`src/althea_consts.svh`:
```
// althea register core constants
// bus geometry, beat counts, pipeline depths and the playback range
`ifndef ALTHEA_CONSTS_SVH
`define ALTHEA_CONSTS_SVH

// ------------------------------
// host bus
`define BUS_WIDTH    8    // parallel host bus
`define ADDR_BEATS   2    // bytes per address word
`define DATA_BEATS   4    // bytes per data word

// ------------------------------
// memory
`define ADDR_DEPTH   14   // word address bits

// ------------------------------
// pipelines
`define SYNC_STAGES  3    // input sampling depth
`define ACK_DELAY    4    // internal ack to ack_valid

// ------------------------------
// playback
`define PLAYBACK_END 64   // wrap point in bytes
`define SYNC_DELAY   3    // wrap to scope trigger

`endif
```
`src/althea_pkg.sv`:
```
// althea register core types
// vector widths with a meaning and the word collector state

`include "althea_consts.svh"

package althea_pkg;

	typedef logic [`BUS_WIDTH-1:0] bus_byte_t;
	typedef logic [`ADDR_DEPTH-1:0] word_addr_t;
	typedef logic [`DATA_BEATS*`BUS_WIDTH-1:0] data_word_t;

	// word address plus byte lane
	typedef logic [`ADDR_DEPTH+$clog2(`DATA_BEATS)-1:0] byte_addr_t;

	typedef logic [15:0] error_count_t;

	// one per collector (address, write, read)
	typedef enum logic [1:0] {
		beat_idle,      // waiting for an active phase
		beat_taken,     // byte handled this beat
		beat_complete   // last beat done, word finishing
	} beat_state_t;

endpackage

```
`src/bus_sampler.sv`:
```
// host bus sampler
// shifts the strobes and the bus through a short pipeline and decodes
// levels only where the two oldest samples agree
`timescale 1ns/1ps

`include "althea_consts.svh"

module bus_sampler
	import althea_pkg::*;
(
	input  logic      clock,
	input  logic      reset125,
	input  logic      enable,
	input  logic      read,
	input  logic      register_select,
	input  bus_byte_t bus_in,
	output logic      active,
	output logic      idle,
	output logic      read_level,
	output logic      write_data_level,
	output logic      write_addr_level,
	output bus_byte_t sampled_byte
);
	localparam int oldest = `SYNC_STAGES - 1;

	logic [`SYNC_STAGES-1:0] enable_pipe;
	logic [`SYNC_STAGES-1:0] read_pipe;
	logic [`SYNC_STAGES-1:0] select_pipe;
	bus_byte_t bus_pipe [`SYNC_STAGES];
	logic [1:0] enable_old;
	logic [1:0] read_old;
	logic [1:0] select_old;

	always_ff @(posedge clock) begin
		if (reset125) begin
			enable_pipe <= '0;
			read_pipe   <= '0;
			select_pipe <= '0;
		end else begin
			enable_pipe <= {enable_pipe[oldest-1:0], enable};
			read_pipe   <= {read_pipe[oldest-1:0], read};
			select_pipe <= {select_pipe[oldest-1:0], register_select};
		end
	end

	// data bytes ride alongside the strobes
	always_ff @(posedge clock) begin
		bus_pipe[0] <= bus_in;
		for (int i = 1; i < `SYNC_STAGES; i++) begin
			bus_pipe[i] <= bus_pipe[i-1];
		end
	end

	assign enable_old = enable_pipe[oldest -: 2];
	assign read_old   = read_pipe[oldest -: 2];
	assign select_old = select_pipe[oldest -: 2];

	// a single-cycle glitch never gives two equal samples
	assign active           = enable_old == 2'b11;
	assign idle             = enable_old == 2'b00;
	assign read_level       = read_old == 2'b11;
	assign write_data_level = read_old == 2'b00 && select_old == 2'b11;
	assign write_addr_level = read_old == 2'b00 && select_old == 2'b00;
	assign sampled_byte     = bus_pipe[oldest];

endmodule

```
`config.mk`:
```
export PLATFORM = sky130hd
export DESIGN_NAME = bus_sampler
export DESIGN_NICKNAME = d
export VERILOG_FILES = /design/src/althea_pkg.sv /design/src/bus_sampler.sv
export VERILOG_INCLUDE_DIRS = /design/src /design/src/src
export SDC_FILE = /design/constraint.sdc
export NUM_CORES = 1
export LEC_CHECK = 0
export ABC_AREA = 1
export BUFFER_PORTS_ARGS = -buffer_cell sky130_fd_sc_hd__buf_2
export CAP_MARGIN = 20
export CORE_ASPECT_RATIO = 1.2
export CORE_MARGIN = 3
export CORE_UTILIZATION = 47
export DETAILED_ROUTE_END_ITERATION = 8
export PLACE_DENSITY = 0.75
export SETUP_SLACK_MARGIN = 0.2
export SYNTH_ARGS = -nofsm -noshare
export SYNTH_HDL_FRONTEND = slang
export SYNTH_SLANG_ARGS = --single-unit
```
`constraint.sdc`:
```
create_clock -name clock -period 0.8 [get_ports clock]
set_clock_uncertainty 0.1 [all_clocks]
set_input_delay 0.16 -clock clock [delete_from_list [all_inputs] [get_ports clock]]
set_output_delay 0.16 -clock clock [all_outputs]
set_load 0.005 [all_outputs]
```
==> results.sh <==
export IMPL_outcome="finished, violations left"
export IMPL_violations="negative hold slack, negative setup slack"
export IMPL_numCtsBuffers=5
export IMPL_final_nets=115
export IMPL_tns_ns=-3.50
export IMPL_areaGrowthSynthToFinish_pct=25.0
export IMPL_root_buffer="clkbuf_4"
export IMPL_ys_seq_area_share_pct=75.8
export IMPL_finalCritPeriodShare_pct=151
export IMPL_grt_usage_pct=9.94
export IMPL_use_met3_pct=5.44
export IMPL_holdWs_ns=-0.155
export IMPL_met2_usage_pct=12.7
export IMPL_crit_path_start_kind="flip-flop"
export IMPL_hold_violations=11
export IMPL_htree_levels=2
export IMPL_grt_max_degree=10
export IMPL_rsz0062_at_grt="true"
export IMPL_cp_end_kind="output port"
export IMPL_ys_seq_elements=33
export IMPL_syn_area_sq_um=872
export IMPL_cp_arrival_ns=0.95
export IMPL_syn_area_per_cell_sq_um=12.1
export IMPL_grt_antenna_before_repair=0
export IMPL_gp_congestion=0.572
export IMPL_die_w_um=45.3
export IMPL_fin_crit_ns=1.21
export IMPL_fp_dieH_um=53.2
export IMPL_yosys_warnings=0
export IMPL_postRouteAntennaNets=0
export IMPL_grt_pass1_wl_mm=1.47
export IMPL_cts_tree="built"
export IMPL_drt_wl_total_um=977
export IMPL_grt_busiest_layer="met4"
export IMPL_maxSlewHeadroom_pct=84.2
export IMPL_fp_row_count=16
export IMPL_clock_path_buffers=2
export IMPL_vias=476
export IMPL_cp_required_ns=0.54
export IMPL_synth_cells=72
export IMPL_antenna_cells=0
export IMPL_dp_final_hpwl_um=652
export IMPL_fin_ws_ns=-0.409
export IMPL_drtIter0Drc=0
export IMPL_drv_cap=0
export IMPL_core_area_sq_um=1700
export IMPL_port_buffer_count=25
export IMPL_via_per_inst=3.97
export IMPL_drc=0
export IMPL_path_clk_slew_ns=0.08
export IMPL_tightestPinTransition_ns=0.237
export IMPL_layout_drive_gt1_share_pct=64.7
export IMPL_first_pass_iters=1
export IMPL_grt_pass1_vias=397
export IMPL_cts_sinks=33
export IMPL_grtUsageMet1_pct=8.92
export IMPL_dieArea_sq_um=2410
export IMPL_pin_count=26
export IMPL_fmax_mhz=827
export IMPL_clock_latency_ns=0.31
export IMPL_cp_max_fo=2
export IMPL_wl_per_cell_um=8.14
export IMPL_synth_nets=85
export IMPL_yosysUniqueCellTypes=9
export IMPL_fill_cells=140
export IMPL_setup_worst_path_class="reg -> out"
export IMPL_gr_total_overflow=0
export IMPL_setup_viol=15
export IMPL_peakVddDrop_mv=1.56
export IMPL_holdCritPathClass="in -> reg"
export IMPL_p_leak_nw=0.536
export IMPL_initial_core_util_pct=51.2
export IMPL_slew_viol_final=0
export IMPL_p_per_area_nw_per_um2=2510
## cells by family after synthesis
| kind of cell | Yosys count | share of synthesized area, % |
|---|---|---|
| and+or+nand+nor | 17 | 10.5 |
| buffers and inverters | 22 | 13.8 |
| DFF | 33 | 75.8 |
## synth_stat cells
master	number	area [sq um]
buf_4	8	60.1
buf_6	1	11.3
dfxtp_1	33	661
inv_1	10	37.5
inv_2	3	11.3
nand2_1	4	15.0
nand2_2	1	6.26
nor2_1	2	7.51
nor2_2	10	62.6
## where the power goes
group	switching [W]	total (W)	internal [W]
Clock	0.000446	0.000860	0.000414
Sequential	0.0000209	0.00175	0.00173
Combinational	0.0000556	0.000133	0.0000771
Total	0.000523	0.00274	0.00222
## timing repair
| item | CTS | global route |
|---|---|---|
| setup endpoints to repair | 17 | 19 |
| pin swaps | 1 | 1 |
| resized for setup | 8 | 7 |
| hold endpoints to repair | 11 | 11 |
| buffers inserted | 3 | 2 |
## critical path, stage by stage, from the launching register on
cell and delay, ns:
dfxtp_2 0.33, inv_2 0.06, nand2_2 0.06, nor2_2 0.08, buf_2 0.11
## sequential cells by signal (all words and copies together) (netlist names)
signal and count:
bus_pipe 24, enable_pipe 3, read_pipe 3, select_pipe 3
## layer usage
layer,wire length [um],vias up
li1,-,255
met1,362,199
met2,470,17
met3,95,5
met4,48,0
met5,0,-
## path summary, 6_finish.rpt
path | from | end | slack, ns | cells after the start
worst min-delay path | bus_in[2] | bus_pipe[0][2]$_DFF_P_ | -0.16 | 1
worst max-delay path | read_pipe[1]$_SDFF_PP0_ | write_addr_level | -0.41 | 4
worst min register to register | bus_pipe[0][5]$_DFF_P_ | bus_pipe[0][13]$_DFF_P_ | 0.23 | 0
worst max register to register | read_pipe[1]$_SDFF_PP0_ | read_pipe[2]$_SDFF_PP0_ | -0.32 | 7
## metrics by stage
stage               total power (W)  std cells  util, %  setup slack [ns]  cell area [sq um]
global placement            0.00189        108     57.0           -0.0357                970
detailed placement          0.00189        108     57.0           -0.0663                970
CTS                         0.00278        118     62.7            -0.424               1070
floorplan                   0.00186         72        -            0.0396                878
global route                0.00287        120     64.0            -0.473               1090
finish                      0.00274        120     64.0            -0.409               1090
## layout by cell type (no fill, tap or decap)
master    count
clkbuf_8      1
buf_4         2
nand2_1       3
clkbuf_1      1
dfxtp_1      25
buf_2        25
buf_6         5
inv_1         6
nor2_2       11
nor2_1        1
dfxtp_2       8
nand2_2       2
clkbuf_4      5
inv_2         7
## final cells by class
cell class                 count  area, sq um  area share (%)
multi-input combinational     17         96.3            8.84
clock buffer                   7         55.1            5.05
tap                           18         22.5            2.07
sequential                    33          671            61.5
timing repair buffer          32          196            18.0
inverter                      13         48.8            4.48
(Power assumes the default switching activity.)
