<file path="src/althea_consts.svh">
// althea register core constants
// bus geometry, beat counts, pipeline depths and the playback range
`ifndef ALTHEA_CONSTS_SVH
`define ALTHEA_CONSTS_SVH

// ------------------------------
// host bus
`define BUS_WIDTH    8    // parallel host bus
`define ADDR_BEATS   2    // bytes per address word
`define DATA_BEATS   4    // bytes per data word

// ------------------------------
// memory
`define ADDR_DEPTH   14   // word address bits

// ------------------------------
// pipelines
`define SYNC_STAGES  3    // input sampling depth
`define ACK_DELAY    4    // internal ack to ack_valid

// ------------------------------
// playback
`define PLAYBACK_END 64   // wrap point in bytes
`define SYNC_DELAY   3    // wrap to scope trigger

`endif
</file>
<file path="src/althea_pkg.sv">
// althea register core types
// vector widths with a meaning and the word collector state

`include "althea_consts.svh"

package althea_pkg;

	typedef logic [`BUS_WIDTH-1:0] bus_byte_t;
	typedef logic [`ADDR_DEPTH-1:0] word_addr_t;
	typedef logic [`DATA_BEATS*`BUS_WIDTH-1:0] data_word_t;

	// word address plus byte lane
	typedef logic [`ADDR_DEPTH+$clog2(`DATA_BEATS)-1:0] byte_addr_t;

	typedef logic [15:0] error_count_t;

	// one per collector (address, write, read)
	typedef enum logic [1:0] {
		beat_idle,      // waiting for an active phase
		beat_taken,     // byte handled this beat
		beat_complete   // last beat done, word finishing
	} beat_state_t;

endpackage

</file>
<file path="src/bus_protocol.sv">
// host bus protocol engine
// collects address and data beats into words, serves read bytes,
// auto-increments the word address and counts abandoned words
`timescale 1ns/1ps

`include "althea_consts.svh"

module bus_protocol
	import althea_pkg::*;
(
	input  logic         clock,
	input  logic         reset125,
	input  logic         active,
	input  logic         idle,
	input  logic         read_level,
	input  logic         write_data_level,
	input  logic         write_addr_level,
	input  bus_byte_t    sampled_byte,
	input  data_word_t   read_word,
	output word_addr_t   word_addr,
	output data_word_t   write_word,
	output logic         write_strobe,
	output bus_byte_t    bus_out,
	output logic         ack_valid,
	output error_count_t error_count
);
	localparam int addr_index_w = $clog2(`ADDR_BEATS);
	localparam int data_index_w = $clog2(`DATA_BEATS);
	localparam logic [addr_index_w-1:0] addr_first = addr_index_w'(`ADDR_BEATS - 1);
	localparam logic [data_index_w-1:0] data_first = data_index_w'(`DATA_BEATS - 1);

	beat_state_t addr_state;
	beat_state_t write_state;
	beat_state_t read_state;
	logic [addr_index_w-1:0] addr_index;   // counts down, msb first
	logic [data_index_w-1:0] write_index;
	logic [data_index_w-1:0] read_index;
	logic [`ADDR_BEATS*`BUS_WIDTH-1:0] addr_bytes;
	logic take_addr;
	logic take_write;
	logic take_read;
	logic addr_busy;
	logic write_busy;
	logic read_busy;
	logic drop_addr;
	logic drop_write;
	logic drop_read;
	logic [1:0] drop_count;
	logic ack_now;
	logic [`ACK_DELAY-1:0] ack_pipe;

	// ------------------------------
	// beat decode

	assign take_addr  = active && write_addr_level && addr_state == beat_idle;
	assign take_write = active && write_data_level && write_state == beat_idle;
	assign take_read  = active && read_level && read_state == beat_idle;

	assign addr_busy  = addr_state != beat_idle;
	assign write_busy = write_state != beat_idle;
	assign read_busy  = read_state != beat_idle;

	// partial word left behind while another kind of beat runs
	assign drop_addr  = !addr_busy && addr_index != addr_first && (write_busy || read_busy);
	assign drop_write = !write_busy && write_index != data_first && (addr_busy || read_busy);
	assign drop_read  = !read_busy && read_index != data_first && (addr_busy || write_busy);
	assign drop_count = 2'(drop_addr) + 2'(drop_write) + 2'(drop_read);

	// ------------------------------
	// collectors

	always_ff @(posedge clock) begin
		if (reset125) begin
			addr_state   <= beat_idle;
			write_state  <= beat_idle;
			read_state   <= beat_idle;
			addr_index   <= addr_first;
			write_index  <= data_first;
			read_index   <= data_first;
			word_addr    <= '0;
			write_strobe <= 1'b0;
			bus_out      <= '0;
			error_count  <= '0;
		end else begin
			write_strobe <= 1'b0;
			if (active) begin
				if (take_addr) addr_state <= beat_taken;
				if (take_write) write_state <= beat_taken;
				if (take_read) begin
					read_state <= beat_taken;
					bus_out    <= read_word[read_index*`BUS_WIDTH +: `BUS_WIDTH];
				end
			end else if (idle) begin
				error_count <= error_count + error_count_t'(drop_count);

				if (drop_addr || addr_state == beat_complete) begin
					addr_state <= beat_idle;
					addr_index <= addr_first;
				end else if (addr_state == beat_taken) begin
					if (addr_index == '0) addr_state <= beat_complete;
					else begin
						addr_state <= beat_idle;
						addr_index <= addr_index - 1'b1;
					end
				end

				if (drop_write || write_state == beat_complete) begin
					write_state <= beat_idle;
					write_index <= data_first;
				end else if (write_state == beat_taken) begin
					if (write_index == '0) begin
						write_state  <= beat_complete;
						write_strobe <= 1'b1;   // still at the old address
					end else begin
						write_state <= beat_idle;
						write_index <= write_index - 1'b1;
					end
				end

				if (drop_read || read_state == beat_complete) begin
					read_state <= beat_idle;
					read_index <= data_first;
				end else if (read_state == beat_taken) begin
					if (read_index == '0) read_state <= beat_complete;
					else begin
						read_state <= beat_idle;
						read_index <= read_index - 1'b1;
					end
				end

				// address load wins over the auto-increment
				if (addr_state == beat_complete) begin
					word_addr <= addr_bytes[`ADDR_DEPTH-1:0];
				end else if (write_state == beat_complete || read_state == beat_complete) begin
					word_addr <= word_addr + 1'b1;
				end
			end
		end
	end

	// byte lanes of the words being assembled
	always_ff @(posedge clock) begin
		if (take_addr) addr_bytes[addr_index*`BUS_WIDTH +: `BUS_WIDTH] <= sampled_byte;
		if (take_write) write_word[write_index*`BUS_WIDTH +: `BUS_WIDTH] <= sampled_byte;
	end

	// ------------------------------
	// acknowledge delay line

	assign ack_now = active && (read_level || write_data_level || write_addr_level);

	always_ff @(posedge clock) begin
		if (reset125) ack_pipe <= '0;
		else ack_pipe <= {ack_pipe[`ACK_DELAY-2:0], ack_now};
	end

	assign ack_valid = ack_pipe[`ACK_DELAY-1];

endmodule

</file>
<file path="config.mk">
export PLATFORM = sky130hd
export DESIGN_NAME = bus_protocol
export DESIGN_NICKNAME = d
export VERILOG_FILES = /design/src/althea_pkg.sv /design/src/bus_protocol.sv
export VERILOG_INCLUDE_DIRS = /design/src /design/src/src
export SDC_FILE = /design/constraint.sdc
export NUM_CORES = 1
export LEC_CHECK = 0
export BUFFER_PORTS_ARGS = -buffer_cell sky130_fd_sc_hd__buf_4
export CAP_MARGIN = 20
export CORE_MARGIN = 4
export CORE_UTILIZATION = 24
export CTS_CLUSTER_SIZE = 14
export DETAILED_ROUTE_END_ITERATION = 10
export GPL_TIMING_DRIVEN = 0
export PLACE_DENSITY_LB_ADDON = 0.3
export SETUP_SLACK_MARGIN = 0.1
export SKIP_CTS_REPAIR_TIMING = 1
export SLEW_MARGIN = 10
export SYNTH_ARGS = -nofsm -noshare
export SYNTH_HDL_FRONTEND = slang
export SYNTH_SLANG_ARGS = --single-unit
</file>
<file path="constraint.sdc">
create_clock -name clock -period 5.25 [get_ports clock]
set_input_delay 1.575 -clock clock [delete_from_list [all_inputs] [get_ports clock]]
set_output_delay 1.575 -clock clock [all_outputs]
set_load 0.01 [all_outputs]
</file>
==> results.md <==
Status:
- The run finished with clean final reports.

Critical path:
- The start point of the critical path is read_state[1].
- The worst setup path is of the reg -> reg kind.
- The largest single stage delay on the critical path is 0.64 ns.
- At the worst endpoint, the required time is 5.49 ns.
- The slowest stage cell on the critical path is a2111oi_0.
- Counting stages on the worst path, the most repeated cell is nor2_1.
- The worst register-to-register path ends at error_count[15].
- STA classifies the critical path startpoint as a register.
- The top cell family by delay on the critical path is compound AO/OA/AOI/OAI gates.
- At the worst endpoint, the arrival time is 3.40 ns.
- The sum of buffers and inverters on the critical path is 1.
- Along the worst path, the maximum fanout reaches 8.
- The reg-to-reg startpoint is read_state[1].
- The kind of end point of the critical path is a register.
- The slack of the worst reg-to-reg path is 2.09 ns.
- The cell count of the worst reg-to-reg path is 9.
- The signal on the critical path passes through clkbuf_2, nor2_1, a2111oi_0, fa_1, ha_1, a21oi_1, nor2_1, nand3_1, mux2_1.

Clock network:
- The maximum root-to-sink buffer count is 2.
- At the later pin of the worst-skew pair, clock insertion delay measures 0.35 ns.
- The CTS tree is done.
- The TritonCTS buffer count is 9.
- After clock tree synthesis, the clock-pin slew on the worst setup and hold paths is 0.07 ns.
- The clock sink total is 100.
- The number of levels the H-tree was split into is 3.
- The root buffer cell is clkbuf_16.

Global route:
- In the global route stage, overall resource usage came out at 12.07%.
- The pin count of the biggest net entering global routing is 20.
- Global routing finished with a remaining overflow of 0.
- The number of antenna violations at the first check in global routing is 0.
- The via count of the first global-routing pass was 3940.
- The first global-routing pass estimated 21.06 mm of wire.

Hold path:
- The min-delay analysis places its worst path in the category reg -> reg.
- The worst hold path terminates at ack_pipe[2].
- The hold path startpoint is ack_pipe[1].
- Along the worst hold path, the cell count comes to 1.

Logic synthesis:
- The share of the Yosys chip area taken by registers is 50.94%.
- Yosys instantiated no cell more often than dfxtp_1.
- Counting every net in the synthesized netlist gives 524.
- Ranked by total cell area, the synthesized netlist is headed by edfxtp_1 (29%), dfxtp_1 (22%), and2_1 (6.5%).
- Counting distinct cell types in the post-synthesis netlist gives 60.
- The main flop type after synthesis is dfxtp_1.
- By count the netlist is led by dfxtp_1 (54), and2_1 (50), edfxtp_1 (46).
- Yosys printed 0 warnings.
- The cell count after synthesis came out at 464.
- The cell area after synthesis is 0.004833 sq mm.
- The top-area cell type share of the netlist area is 28.58%.
- The synthesized design spends more area on one cell type than any other, namely edfxtp_1.
- Counting flops with an async set or reset pin after synthesis yields a share of 0%.
- The post-synthesis average cell area is 10.42 sq um.
- Yosys mapped a number of flops with a built-in enable equal to 46.
- In this run, synthesis produced a sequential element count of 100.

Timing:
- The ratio of final minimum period to clock period is 60.20%.
- Setup repair after global routing left no endpoint under its margin.
- The total count of hold-check failures in the final report came to 0.
- The clock skew is 0.006944 ns.
- Adding up every negative setup slack in the final design gives 0 ns.
- Hold timing on the final database bottoms out at a slack of 0.4420 ns.
- The worst-margin pin slew is 0.8631 ns.
- The relative max-transition margin is 42.02%.
- The highest attainable clock frequency is 316.4 MHz.
- After layout, the minimum clock period comes to 3.161 ns.
- Setup violations remaining at the end of the flow were counted as 0.
- The final number of max-transition violations is 0.

Placed design:
- Detailed placement ended at an HPWL of 10.30 mm.
- The area of placed instances is 0.006051 sq mm.
- At the end of routability-driven placement, the weighted congestion stood at 0.8218.
- Port buffering added 118 buffers.

Detailed routing:
- Once detail routing completed, the nets flagged for antenna violations numbered 0.
- The final routed DRC violation total is 0.
- The number of iterations in the first detailed-routing pass is 4.
- The via total after detailed routing is 3929.
- In the final routed layout, each cell accounts on average for 15.65 microns.
- The number of vias per cell after detailed routing is 4.553.
- The routed design has 13.50 mm of wire.
- The detailed router's first-iteration violation count is 285.

Die:
- The die is 149.9 microns wide.
- The placeable core region is 0.01965 sq mm.
- The placement row count is 51.
- The number of ports placed on the die boundary is 119.
- The die area is 0.02247 sq mm.
- In this run the vertical extent of the chip is 149.9 microns.
- The effective utilization at floorplan is 24.59%.

Pwr:
- The peak ir drop on the vdd network is 162.9 uV.
- The power density of the placed cells is 257.1 mW/mm^2.
- The leakage power is 2.463 nW.
- After layout, the design draws a total of 1.630 mW.

Layout:
- The final instance area is 0.006342 sq mm.
- The final layout contains 653 nets.
- The repair_antennas step left the layout with diodes totalling 0.
- At the end of the flow the core is filled with cells to 32.27%.
- Of the cells placed in the final design, the portion with a size suffix greater than 1 is 27.93%.
- The area added between synthesis and finish is 31.22%.

Job:
- The max-cap check violation count is 0.
## worst register-to-register path: cells and delay by family, from the launching register on
kind	cells	cell delay, ns
DFF	1	0.31
muxes	1	0.31
buffers and inverters	1	0.21
AOI/OAI and AO/OA	2	1.06
and+or+nand+nor	3	0.39
adders and majority gates	2	0.77
## per-stage QoR
stage / setup slack (ns) / std cells
after global routing: 1.738 / 863
after floorplan: 2.417 / 464
after CTS: 2.030 / 863
after detailed placement: 2.040 / 847
after global placement: 2.032 / 847
final: 2.089 / 863
## cell type report
cell class              count  area, sq um
clock buffers               9        225.2
fillers                  2058        13310
flip-flops and latches    100         2462
repair buffers            118        885.9
plain buffers              25        130.1
well taps                 265        331.6
clock inverters             7        66.31
multi-input cells         325         2188
inverters                  14        52.55
## state kept, by name (all words and copies together), names as in the netlist
name,count
write_word,32
error_count,16
addr_bytes,14
word_addr,14
bus_out,8
ack_pipe,4
addr_state,2
read_index,2
read_state,2
write_index,2
write_state,2
addr_index,1
write_strobe,1
## cell usage in the layout (no fill, tap or decap), types with 4 or more instances in the layout
master,Yosys,layout
clkbuf_16,0,9
mux4_2,8,8
clkbuf_1,10,10
xnor2_1,7,7
o21ai_0,29,29
xor2_1,4,4
nor2_1,37,37
nand4_1,5,5
inv_1,14,14
ha_1,11,11
buf_2,10,10
nor4_1,10,10
buf_4,0,118
a31oi_1,6,6
a21oi_1,27,27
nor2b_1,18,18
nor3_1,12,12
and3_1,4,4
and4_1,4,4
nand2_1,34,34
nand3_1,13,13
dfxtp_1,54,54
and2_1,50,50
edfxtp_1,46,46
## per-layer routing
metal  track usage, %  routed length, microns
met4            5.215                     301
met3            2.362                     649
met1            14.96                    5816
met2            20.41                    6735
met5                0                       0
## worst max path at each step
stage / to / depth (start not counted)
finish: error_count[15] / 9
global route: error_count[15] / 9
CTS: error_count[15] / 9
detailed placement: error_count[15] / 9
global placement: error_count[15] / 9
floorplan: error_count[14] / 10
## power breakdown
group | internal, mW | leakage (nW) | switching (mW)
logic | 0.0663 | 1.44 | 0.0688
registers | 0.828 | 0.889 | 0.0100
clock network | 0.334 | 0.138 | 0.323
total | 1.23 | 2.46 | 0.402
## cell families after synthesis
logic type / Yosys count / synth area share, %
compound gates: 84 / 11.11
simple gates: 206 / 24.10
flops: 100 / 50.94
mux: 11 / 4.401
xor+xnor: 11 / 1.993
buf+inv: 39 / 3.779
fa+ha+maj: 13 / 3.676
No activity file was read; power rests on OpenSTA's default activity.
