File: src/althea_consts.svh
// althea register core constants
// bus geometry, beat counts, pipeline depths and the playback range
`ifndef ALTHEA_CONSTS_SVH
`define ALTHEA_CONSTS_SVH

// ------------------------------
// host bus
`define BUS_WIDTH    8    // parallel host bus
`define ADDR_BEATS   2    // bytes per address word
`define DATA_BEATS   4    // bytes per data word

// ------------------------------
// memory
`define ADDR_DEPTH   14   // word address bits

// ------------------------------
// pipelines
`define SYNC_STAGES  3    // input sampling depth
`define ACK_DELAY    4    // internal ack to ack_valid

// ------------------------------
// playback
`define PLAYBACK_END 64   // wrap point in bytes
`define SYNC_DELAY   3    // wrap to scope trigger

`endif
File: src/althea_pkg.sv
// althea register core types
// vector widths with a meaning and the word collector state

`include "althea_consts.svh"

package althea_pkg;

	typedef logic [`BUS_WIDTH-1:0] bus_byte_t;
	typedef logic [`ADDR_DEPTH-1:0] word_addr_t;
	typedef logic [`DATA_BEATS*`BUS_WIDTH-1:0] data_word_t;

	// word address plus byte lane
	typedef logic [`ADDR_DEPTH+$clog2(`DATA_BEATS)-1:0] byte_addr_t;

	typedef logic [15:0] error_count_t;

	// one per collector (address, write, read)
	typedef enum logic [1:0] {
		beat_idle,      // waiting for an active phase
		beat_taken,     // byte handled this beat
		beat_complete   // last beat done, word finishing
	} beat_state_t;

endpackage

File: src/playback_sequencer.sv
// playback sequencer
// walks the memory byte by byte and wraps at the playback end,
// each wrap gives a delayed scope trigger
`timescale 1ns/1ps

`include "althea_consts.svh"

module playback_sequencer
	import althea_pkg::*;
(
	input  logic       clock,
	input  logic       reset125,
	output byte_addr_t byte_addr,
	output logic       playback_sync
);
	localparam byte_addr_t last_addr = byte_addr_t'(`PLAYBACK_END - 1);

	logic wrap_mark;   // high while byte_addr restarts at 0
	logic [`SYNC_DELAY-1:0] sync_pipe;

	always_ff @(posedge clock) begin
		if (reset125) begin
			byte_addr <= '0;
			wrap_mark <= 1'b0;
		end else if (byte_addr == last_addr) begin
			byte_addr <= '0;
			wrap_mark <= 1'b1;
		end else begin
			byte_addr <= byte_addr + 1'b1;
			wrap_mark <= 1'b0;
		end
	end

	// trigger lands while byte SYNC_DELAY-1 is on the output
	always_ff @(posedge clock) begin
		if (reset125) sync_pipe <= '0;
		else sync_pipe <= {sync_pipe[`SYNC_DELAY-2:0], wrap_mark};
	end

	assign playback_sync = sync_pipe[`SYNC_DELAY-1];

endmodule

File: config.mk
export PLATFORM = sky130hd
export DESIGN_NAME = playback_sequencer
export DESIGN_NICKNAME = d
export VERILOG_FILES = /design/src/althea_pkg.sv /design/src/playback_sequencer.sv
export VERILOG_INCLUDE_DIRS = /design/src /design/src/src
export SDC_FILE = /design/constraint.sdc
export NUM_CORES = 1
export LEC_CHECK = 0
export ABC_AREA = 0
export BUFFER_PORTS_ARGS = -buffer_cell sky130_fd_sc_hd__buf_2
export CAP_MARGIN = 20
export CORE_MARGIN = 4
export CORE_UTILIZATION = 50
export CTS_CLUSTER_SIZE = 40
export DETAILED_ROUTE_END_ITERATION = 7
export GPL_ROUTABILITY_DRIVEN = 0
export PLACE_DENSITY = 0.72
export SLEW_MARGIN = 20
export SYNTH_ARGS = -nofsm -noshare
export SYNTH_HDL_FRONTEND = slang
export SYNTH_SLANG_ARGS = --single-unit
File: constraint.sdc
create_clock -name clock -period 2.1 [get_ports clock]
set_clock_uncertainty 0.15 [all_clocks]
set_input_delay 0 -clock clock [delete_from_list [all_inputs] [get_ports clock]]
set_output_delay 0 -clock clock [all_outputs]
set_load 0.02 [all_outputs]
==> qor.yml, run 1 <==
run_status:
  outcome: "finished, final reports clean"
global_routing:
  grt_pass1_wl_mm: 2.83
  grt_pass1_vias: 639
  track_usage: 0.146
  overflow: 0
  grt_max_degree: 17
  antenna_found_initial: 0
finish:
  nNetsFinal: 113
  layout-drive-gt1-share: 0.239
  antenna_cells: 0
  area_delta_synth_final_pct: 17.8
  final_area_um2: 961
  mostFrequentLayoutCells: "dfxtp_1 (20), nor2_1 (19), buf_2 (18)"
  layout.cells.most_common: "dfxtp_1"
power:
  intPower_mw: 0.501
  finalPower_mw: 0.641
  pwr-share-clk: 0.347
  power_frac_comb: 0.046
  pwr-share-seq: 0.608
  switching_power_mw: 0.140
  cellLeakagePower_nw: 0.377
  ir_drop_mv: 0.521
  p_sw_frac: 0.218
  powerDensity_nw_per_um2: 667
synthesis:
  synthCells: 87
  seq_area_frac_synth: 0.491
  synth-seq-cells: 20
  ys_types: 17
  syn_area_um2: 816
  avgSynthCellArea_um2: 9.38
  ys_warn_count: 0
  synth_nets: 90
sta:
  setup_tns_ns: 0
  fin_crit_sh: 0.829
  period_minus_slack_ns: 1.74
  hold_viol: 0
  max_slew.worst_pin.slew_ns: 0.375
  timing.fmax_ghz: 0.574
  setup_viol: 0
  drv_slew: 0
  whs_ns: 0.303
  rsz0062_at_grt: "no"
  relSlewSlack: 0.748
detailed_routing:
  detail_route.first_pass.iterations: 4
  drtAntennaViolNets: 0
  num_vias: 670
  wl_per_cell_um: 12.2
  drc_errors: 0
  drt-vias-per-instance: 5.36
  wirelength_mm: 1.53
  drt_iter0_markers: 13
floorplanning:
  start_util: 0.535
  die_x_um: 48.4
  io_pins: 19
  die_area_um2: 2340
  placementRows: 14
  dieHeight_um: 48.4
  design.core.area_um2: 1520
hold_path:
  hold_path.startpoint: "reset125"
  whs_endpoint: "sync_pipe[0]"
  worstHoldPathType: "primary input to register"
  holdPathStages: 3
clocking:
  cts_hold_buf: 1
  ctsResizeCount: 0
  htreeDepth: 1
  cts-root-buf: "clkbuf_4"
  clockBufferDepth: 2
  cts_inserted_buffers: 3
  cts_tree: "yes"
  clk_pin_slew_ns: 0.11
  clock_latency_ns: 0.30
  postCtsSetupRepairBufs: 0
  cts_sinks: 20
critical_path:
  arrival_ns: 1.79
  cp.required_ns: 2.15
  r2r_setup_slack_ns: 0.36
  timing.rr.start: "byte_addr[0]"
  end_kind: "register"
  r2r-end: "byte_addr[4]"
  critPathLaunchType: "register"
  cp_max_fo: 16
  reg2reg_depth: 5
  crit_type: "register to register"
place:
  place_area_um2: 915
  dp_hpwl_mm: 1.09
  io_buffer_count: 18
flow_run:
  cap_violations: 0
==> area by class of cell <==
type                            count  area [µm²]
Timing Repair Buffer               19         100
Fill cell                         131         563
Inverter                            4        15.0
Tap cell                           16        20.0
Clock buffer                        4        36.3
Sequential cell                    20         400
Multi-Input combinational cell     62         389
==> per-stage QoR <==
step,setup slack (ns),utilization,instances
floorplan,0.334,-,87
global placement,0.411,0.600,120
detailed placement,0.362,0.600,120
CTS,0.348,0.631,125
global route,0.221,0.631,125
finish,0.359,0.631,125
==> critical path, stage by stage (launching register included) <==
cell	delay, ns
dfxtp_1	0.40
ha_1	0.21
nand3_1	0.24
nor2_1	0.27
a31o_4	0.30
nor2_1	0.08
==> routing by layer <==
layer  GRT usage  vias to the layer above  routed length, µm
li1            -                      338                  -
met1       0.196                      305                725
met2       0.220                       23                689
met3      0.0337                        4                 85
met4      0.0691                        0                 26
met5           0                        -                  0
==> power groups by stage <==
stage	Clock [mW]	Sequential [mW]	Combinational, mW
after detailed placement	0	0.398	0.0284
final	0.222	0.390	0.0293
after global placement	0	0.398	0.0276
after global routing	0.242	0.390	0.0325
after floorplan	0	0.404	0.0142
after CTS	0.228	0.390	0.0297
==> cell families after synthesis <==
group | Yosys count | share of synthesized area
buffers and inverters | 5 | 0.0322
AO/OA/AOI/OAI | 1 | 0.0215
AND/OR/NAND/NOR | 46 | 0.290
adder cells (fa/ha/maj) | 1 | 0.0153
XOR/XNOR | 14 | 0.150
flip-flops | 20 | 0.491
==> how the worst max path moves through the flow <==
stage                        startpoint      endpoint  slack (ns)  cells after the start
after floorplan            byte_addr[0]  byte_addr[0]        0.33                      6
after global placement    byte_addr[11]  byte_addr[4]        0.41                      4
after detailed placement   byte_addr[0]  byte_addr[4]        0.36                      5
after CTS                  byte_addr[0]  byte_addr[4]        0.35                      5
after global routing       byte_addr[0]  byte_addr[4]        0.22                      5
final                      byte_addr[0]  byte_addr[4]        0.36                      5
==> flip-flops by register name (all words and copies together), names as in the netlist <==
register   cells
wrap_mark      1
byte_addr     16
sync_pipe      3
==> cell usage after synthesis <==
| cell type | count | area share |
|---|---|---|
| xor2_1 | 1 | 0.011 |
| ha_1 | 1 | 0.015 |
| a31o_4 | 1 | 0.021 |
| nor4_1 | 6 | 0.046 |
| nor3_2 | 1 | 0.012 |
| nor2_1 | 19 | 0.087 |
| nand4_1 | 3 | 0.023 |
| nor3_1 | 4 | 0.025 |
| nor2b_1 | 3 | 0.023 |
| or4_4 | 1 | 0.014 |
| dfxtp_1 | 20 | 0.49 |
| buf_6 | 1 | 0.014 |
| inv_1 | 4 | 0.018 |
| nand2_1 | 3 | 0.014 |
| nand3_1 | 5 | 0.031 |
| and4bb_2 | 1 | 0.015 |
| xnor2_1 | 13 | 0.14 |
Power figures use the tool's default switching activity.
==> run 2, diff against run 1 <==
- ABC_AREA: 0 -> 1
- CORE_ASPECT_RATIO: unset -> 1.5
- CORE_UTILIZATION: 50 -> 47
- PLACE_DENSITY: 0.72 -> 0.7
- clock period: 2.1 -> 1.5 ns (I/O delays scaled with it)
==> qor.yml, run 2 <==
sta:
  drv_slew: 0
  hold_viol: 0
  timing.fmax_ghz: 0.700
  setup_viol: 0
  rsz0062_at_grt: "no"
  whs_ns: 0.261
  postLayoutSetupSlackWorst_ns: 0.0704
  period_minus_slack_ns: 1.43
  max_slew.worst_pin.slew_ns: 0.272
  relSlewSlack: 0.818
  fin_crit_sh: 0.953
  setup_tns_ns: 0
place:
  io_buffer_count: 18
  place_inst: 179
  dp_hpwl_mm: 1.63
  place_area_um2: 1080
  post-place-ws_ns: 0.0809
finish:
  final_area_um2: 1150
  mostFrequentLayoutCells: "nand2_1 (36), nor2_1 (32), buf_2 (18)"
  fillers: 172
  largestRegisters: "byte_addr: 16 flops, sync_pipe: 3 flops, wrap_mark: 1 flops"
  area_delta_synth_final_pct: 20.7
  final_util: 0.610
  layout-drive-gt1-share: 0.238
  largest_reg_flops: 16
  nNetsFinal: 168
  final_cells: 185
  antenna_cells: 0
  max_flop_register: "byte_addr"
  layout.cells.most_common: "nand2_1"
synthesis:
  yosys.area_share.adder: 0.0132
  yosys.area_share.simple: 0.398
  synth_flop_cell: "dfxtp_1"
  avgSynthCellArea_um2: 6.88
  synth_top_family_by_area: "simple AND/OR/NAND/NOR gates"
  synth-seq-cells: 20
  ys_warn_count: 0
  synthCells: 138
  synthTopCellsByArea: "dfxtp_1 (42%), nand2_1 (14%), nor2_1 (13%)"
  synth-edff-count: 0
  syn_area_um2: 950
  synth-xor-area-share: 0.0461
  synthMuxAreaShare: 0
  yosysMostFrequentCell: "nand2_1"
  yosys.area.top_type_share: 0.422
  synth_nets: 141
  async_reset_ff_frac: 0
  ys_types: 21
  seq_area_frac_synth: 0.422
  yosys.area.top_type: "dfxtp_1"
  synth_commonest_cells: "nand2_1 (36), nor2_1 (33), dfxtp_1 (20), inv_1 (16), a21oi_1 (7)"
  synth_compound_area_frac: 0.0422
detailed_routing:
  drt_iter0_markers: 13
  wl_per_cell_um: 11.7
  drt-vias-per-instance: 5.00
  wirelength_mm: 2.17
  num_vias: 925
  drtAntennaViolNets: 0
  detail_route.first_pass.iterations: 4
  drc_errors: 0
global_routing:
  track_usage: 0.172
  antenna_found_initial: 0
  overflow: 0
  grt_pass1_wl_mm: 3.69
  grt_pass1_vias: 895
  grt_max_degree: 17
critical_path:
  critPathMaxStageDelay_ns: 0.35
  timing.critical_path.mode_cell: "nor2_1"
  crit_path_start: "byte_addr[0]"
  critPathLaunchType: "register"
  crit_type: "register to register"
  end_kind: "register"
  r2r_setup_slack_ns: 0.07
  timing.rr.start: "byte_addr[0]"
  cp_max_fo: 8
  arrival_ns: 1.49
  r2r-end: "byte_addr[15]"
  cpLargestDelayFamily: "simple AND/OR/NAND/NOR gates"
  crit_buf_inv: 0
  slowest_stage: "dfxtp_2"
  reg2reg_depth: 6
  cp.required_ns: 1.56
  crit_chain: "ha_2, nand3_4, nor2_1, nand2_1, nand2_4, nor2_1"
floorplanning:
  design.core.area_um2: 1880
  die_x_um: 44.7
  placementRows: 19
  die_area_um2: 2820
  start_util: 0.506
  io_pins: 19
  dieHeight_um: 63.1
hold_path:
  hold_path.startpoint: "sync_pipe[1]"
  worstHoldPathType: "register to register"
  whs_endpoint: "sync_pipe[2]"
  holdPathStages: 2
clocking:
  cts_sinks: 20
  htreeDepth: 1
  cts_inserted_buffers: 3
  clock_latency_ns: 0.30
  clk_pin_slew_ns: 0.11
  cts-root-buf: "clkbuf_4"
  clockBufferDepth: 2
  cts_tree: "yes"
power:
  powerDensity_nw_per_um2: 803
  ir_drop_mv: 0.642
  cellLeakagePower_nw: 0.475
  finalPower_mw: 0.920
flow_run:
  cap_violations: 0
run_status:
  outcome: "finished, final reports clean"
-- run 2: cell count changes after synthesis, moves of 3 or more --
cell,delta
nor2b_1,-3
xnor2_1,-10
inv_1,+12
nor4_1,-6
nor2_1,+14
a21oi_1,+7
nand2_1,+33
-- run 2: area by class of cell --
cell class / instances / area [µm²] / area share
Clock buffer: 4 / 36.3 / 0.0317
Tap cell: 21 / 26.3 / 0.0229
Timing Repair Buffer: 22 / 123 / 0.107
Inverter: 17 / 63.8 / 0.0557
Multi-Input combinational cell: 101 / 490 / 0.428
Sequential cell: 20 / 407 / 0.355
-- run 2: worst max path at each step --
stage | to | cells after the start | slack, ns
finish | byte_addr[15] | 6 | 0.07
global route | byte_addr[15] | 6 | 0.003
floorplan | byte_addr[0] | 7 | 0.02
detailed placement | byte_addr[15] | 6 | 0.08
CTS | byte_addr[15] | 6 | 0.06
global placement | byte_addr[11] | 6 | 0.1
-- run 2: where the power goes --
| group | leakage (nW) | internal (mW) | switching [mW] |
|---|---|---|---|
| sequential | 0.164 | 0.539 | 0.00629 |
| combinational | 0.291 | 0.0227 | 0.0347 |
| clock | 0.0210 | 0.148 | 0.170 |
| total | 0.475 | 0.710 | 0.210 |
-- run 2: logic make-up (layout without fill, tap and decap cells) --
group | count (synthesis) | in the layout
compound gates | 8 | 8
xor+xnor | 5 | 5
fa+ha+maj | 1 | 1
buf+inv | 18 | 43
flops | 20 | 20
simple gates | 86 | 87
-- run 2: routing by layer --
metal  track usage  up-vias  routed length (µm)  part of all wire
met5             0        -                   0                 0
met4        0.0830        0                  32             0.015
li1              -      479                   -                 -
met3        0.0171        6                 109             0.050
met1         0.182      408                 855              0.39
met2         0.317       32                1170              0.54
-- run 2: repair_timing --
action | in CTS | in global routing
resized for setup | 0 | 6
hold buffers | 1 | 0
endpoints found under the setup margin | 0 | 13
hold endpoints to repair | 6 | 0
buffers inserted | 0 | 0
-- run 2: worst min-delay path, stage by stage (launching register included) --
cell     delay, ns
dfxtp_1       0.32
inv_1         0.04
nor2_1        0.03
==> run 3, diff against run 2 <==
--- a/constraint.sdc
+++ b/constraint.sdc
@@ -4,2 +4,2 @@
 set_output_delay 0 -clock clock [all_outputs]
-set_load 0.02 [all_outputs]
+set_load 0.1 [all_outputs]
==> qor.yml, run 3 (synthesis results as in run 2) <==
run_status:
  outcome: "finished, final reports clean"
detailed_routing:
  drt_iter0_markers: 34
  drtAntennaViolNets: 0
  drt-vias-per-instance: 5.10
  drc_errors: 0
  wirelength_mm: 2.06
  detail_route.first_pass.iterations: 5
  num_vias: 923
  wl_per_cell_um: 11.4
floorplanning:
  placementRows: 19
  design.core.area_um2: 1880
  die_area_um2: 2820
  io_pins: 19
  dieHeight_um: 63.1
  start_util: 0.506
  die_x_um: 44.7
hold_path:
  worstHoldPathType: "register to register"
sta:
  period_minus_slack_ns: 1.36
  timing.fmax_ghz: 0.735
  relSlewSlack: 0.677
  fin_crit_sh: 0.907
  drv_slew: 0
  max_slew.worst_pin.slew_ns: 0.487
  rsz0062_at_grt: "no"
  setup_viol: 0
  postLayoutSetupSlackWorst_ns: 0.139
  hold_viol: 0
finish:
  area_delta_synth_final_pct: 20.7
  max_flop_register: "byte_addr"
  antenna_cells: 0
  largest_reg_flops: 16
  mostFrequentLayoutCells: "nand2_1 (36), nor2_1 (33), buf_2 (18)"
  largestRegisters: "byte_addr: 16 flops, sync_pipe: 3 flops, wrap_mark: 1 flops"
  layout.cells.most_common: "nand2_1"
  final_cells: 181
  layout-drive-gt1-share: 0.275
  nNetsFinal: 164
clocking:
  clock_latency_ns: 0.31
  htreeDepth: 1
  cts_sinks: 20
  ctsResizeCount: 0
  cts_hold_buf: 1
  cts_inserted_buffers: 3
  clk_pin_slew_ns: 0.11
  postCtsSetupRepairBufs: 0
  cts_tree: "yes"
  cts-root-buf: "clkbuf_4"
  clockBufferDepth: 2
global_routing:
  grt_max_degree: 17
  grt_pass1_wl_mm: 3.65
  overflow: 0
  antenna_found_initial: 0
  track_usage: 0.170
  grt_pass1_vias: 901
critical_path:
  slowest_stage: "dfxtp_4"
  end_kind: "register"
  r2r_setup_slack_ns: 0.14
  cp_max_fo: 6
  critPathMaxStageDelay_ns: 0.39
  critPathLaunchType: "register"
  crit_buf_inv: 1
  crit_type: "register to register"
  cp.required_ns: 1.59
  cpLargestDelayFamily: "flip-flops"
  arrival_ns: 1.45
  crit_chain: "ha_4, nand3_4, inv_2, nand2_1, or2_0, a21oi_1"
place:
  io_buffer_count: 18
  post-place-ws_ns: 0.152
  dp_hpwl_mm: 1.54
  place_inst: 176
power:
  ir_drop_mv: 0.549
  cellLeakagePower_nw: 0.461
  powerDensity_nw_per_um2: 782
  finalPower_mw: 0.897
flow_run:
  cap_violations: 0
==> run 3: cell count changes in the layout (fill, tap and decap cells not counted), moves of 2 or more <==
cell	before	now
dfxtp_2	5	7
dfxtp_4	0	9
buf_4	3	0
dfxtp_1	15	4
==> run 3: area by class of cell <==
type                    count  area (µm²)
well taps                  21        26.3
flip-flops and latches     20         443
multi-input cells         100         487
clock buffers               4        26.3
fillers                   185         732
repair buffers             19         100
inverters                  17        63.8
==> run 3: power breakdown <==
part / total, mW / leakage (nW) / internal (mW) / switching, mW
combinational: 0.0867 / 0.274 / 0.0176 / 0.0691
sequential: 0.538 / 0.172 / 0.526 / 0.0117
clock: 0.272 / 0.0150 / 0.104 / 0.168
total: 0.897 / 0.461 / 0.648 / 0.249
==> run 3: layer usage <==
metal	share of wire	GRT usage
met1	0.41	0.189
met2	0.51	0.297
met3	0.049	0.0171
met4	0.035	0.0981
met5	0	0
==> run 3: worst register-to-register path, stage by stage, from the launching register on <==
cell	delay [ns]
dfxtp_4	0.39
ha_4	0.15
nand3_4	0.11
inv_2	0.07
nand2_1	0.08
or2_0	0.20
a21oi_1	0.14
==> run 3: path summary, 6_finish.rpt <==
path	from	end	cells past startpoint
hold / removal	wrap_mark	sync_pipe[0]	2
hold reg to reg	wrap_mark	sync_pipe[0]	2
setup reg to reg	byte_addr[1]	byte_addr[8]	6
setup / recovery	byte_addr[1]	byte_addr[8]	6
==> run 3: metrics by stage <==
| stage | area (µm²) | hold slack, ns | utilization | setup TNS (ns) |
|---|---|---|---|---|
| final | 1150 | 0.262 | 0.610 | 0 |
| after global routing | 1150 | 0.290 | 0.610 | 0 |
| after CTS | 1150 | 0.268 | 0.610 | 0 |
| after detailed placement | 1110 | 0.0813 | 0.591 | 0 |
| after global placement | 1110 | 0.0681 | 0.591 | 0 |
| after floorplan | 1000 | -0.0788 | - | -0.556 |
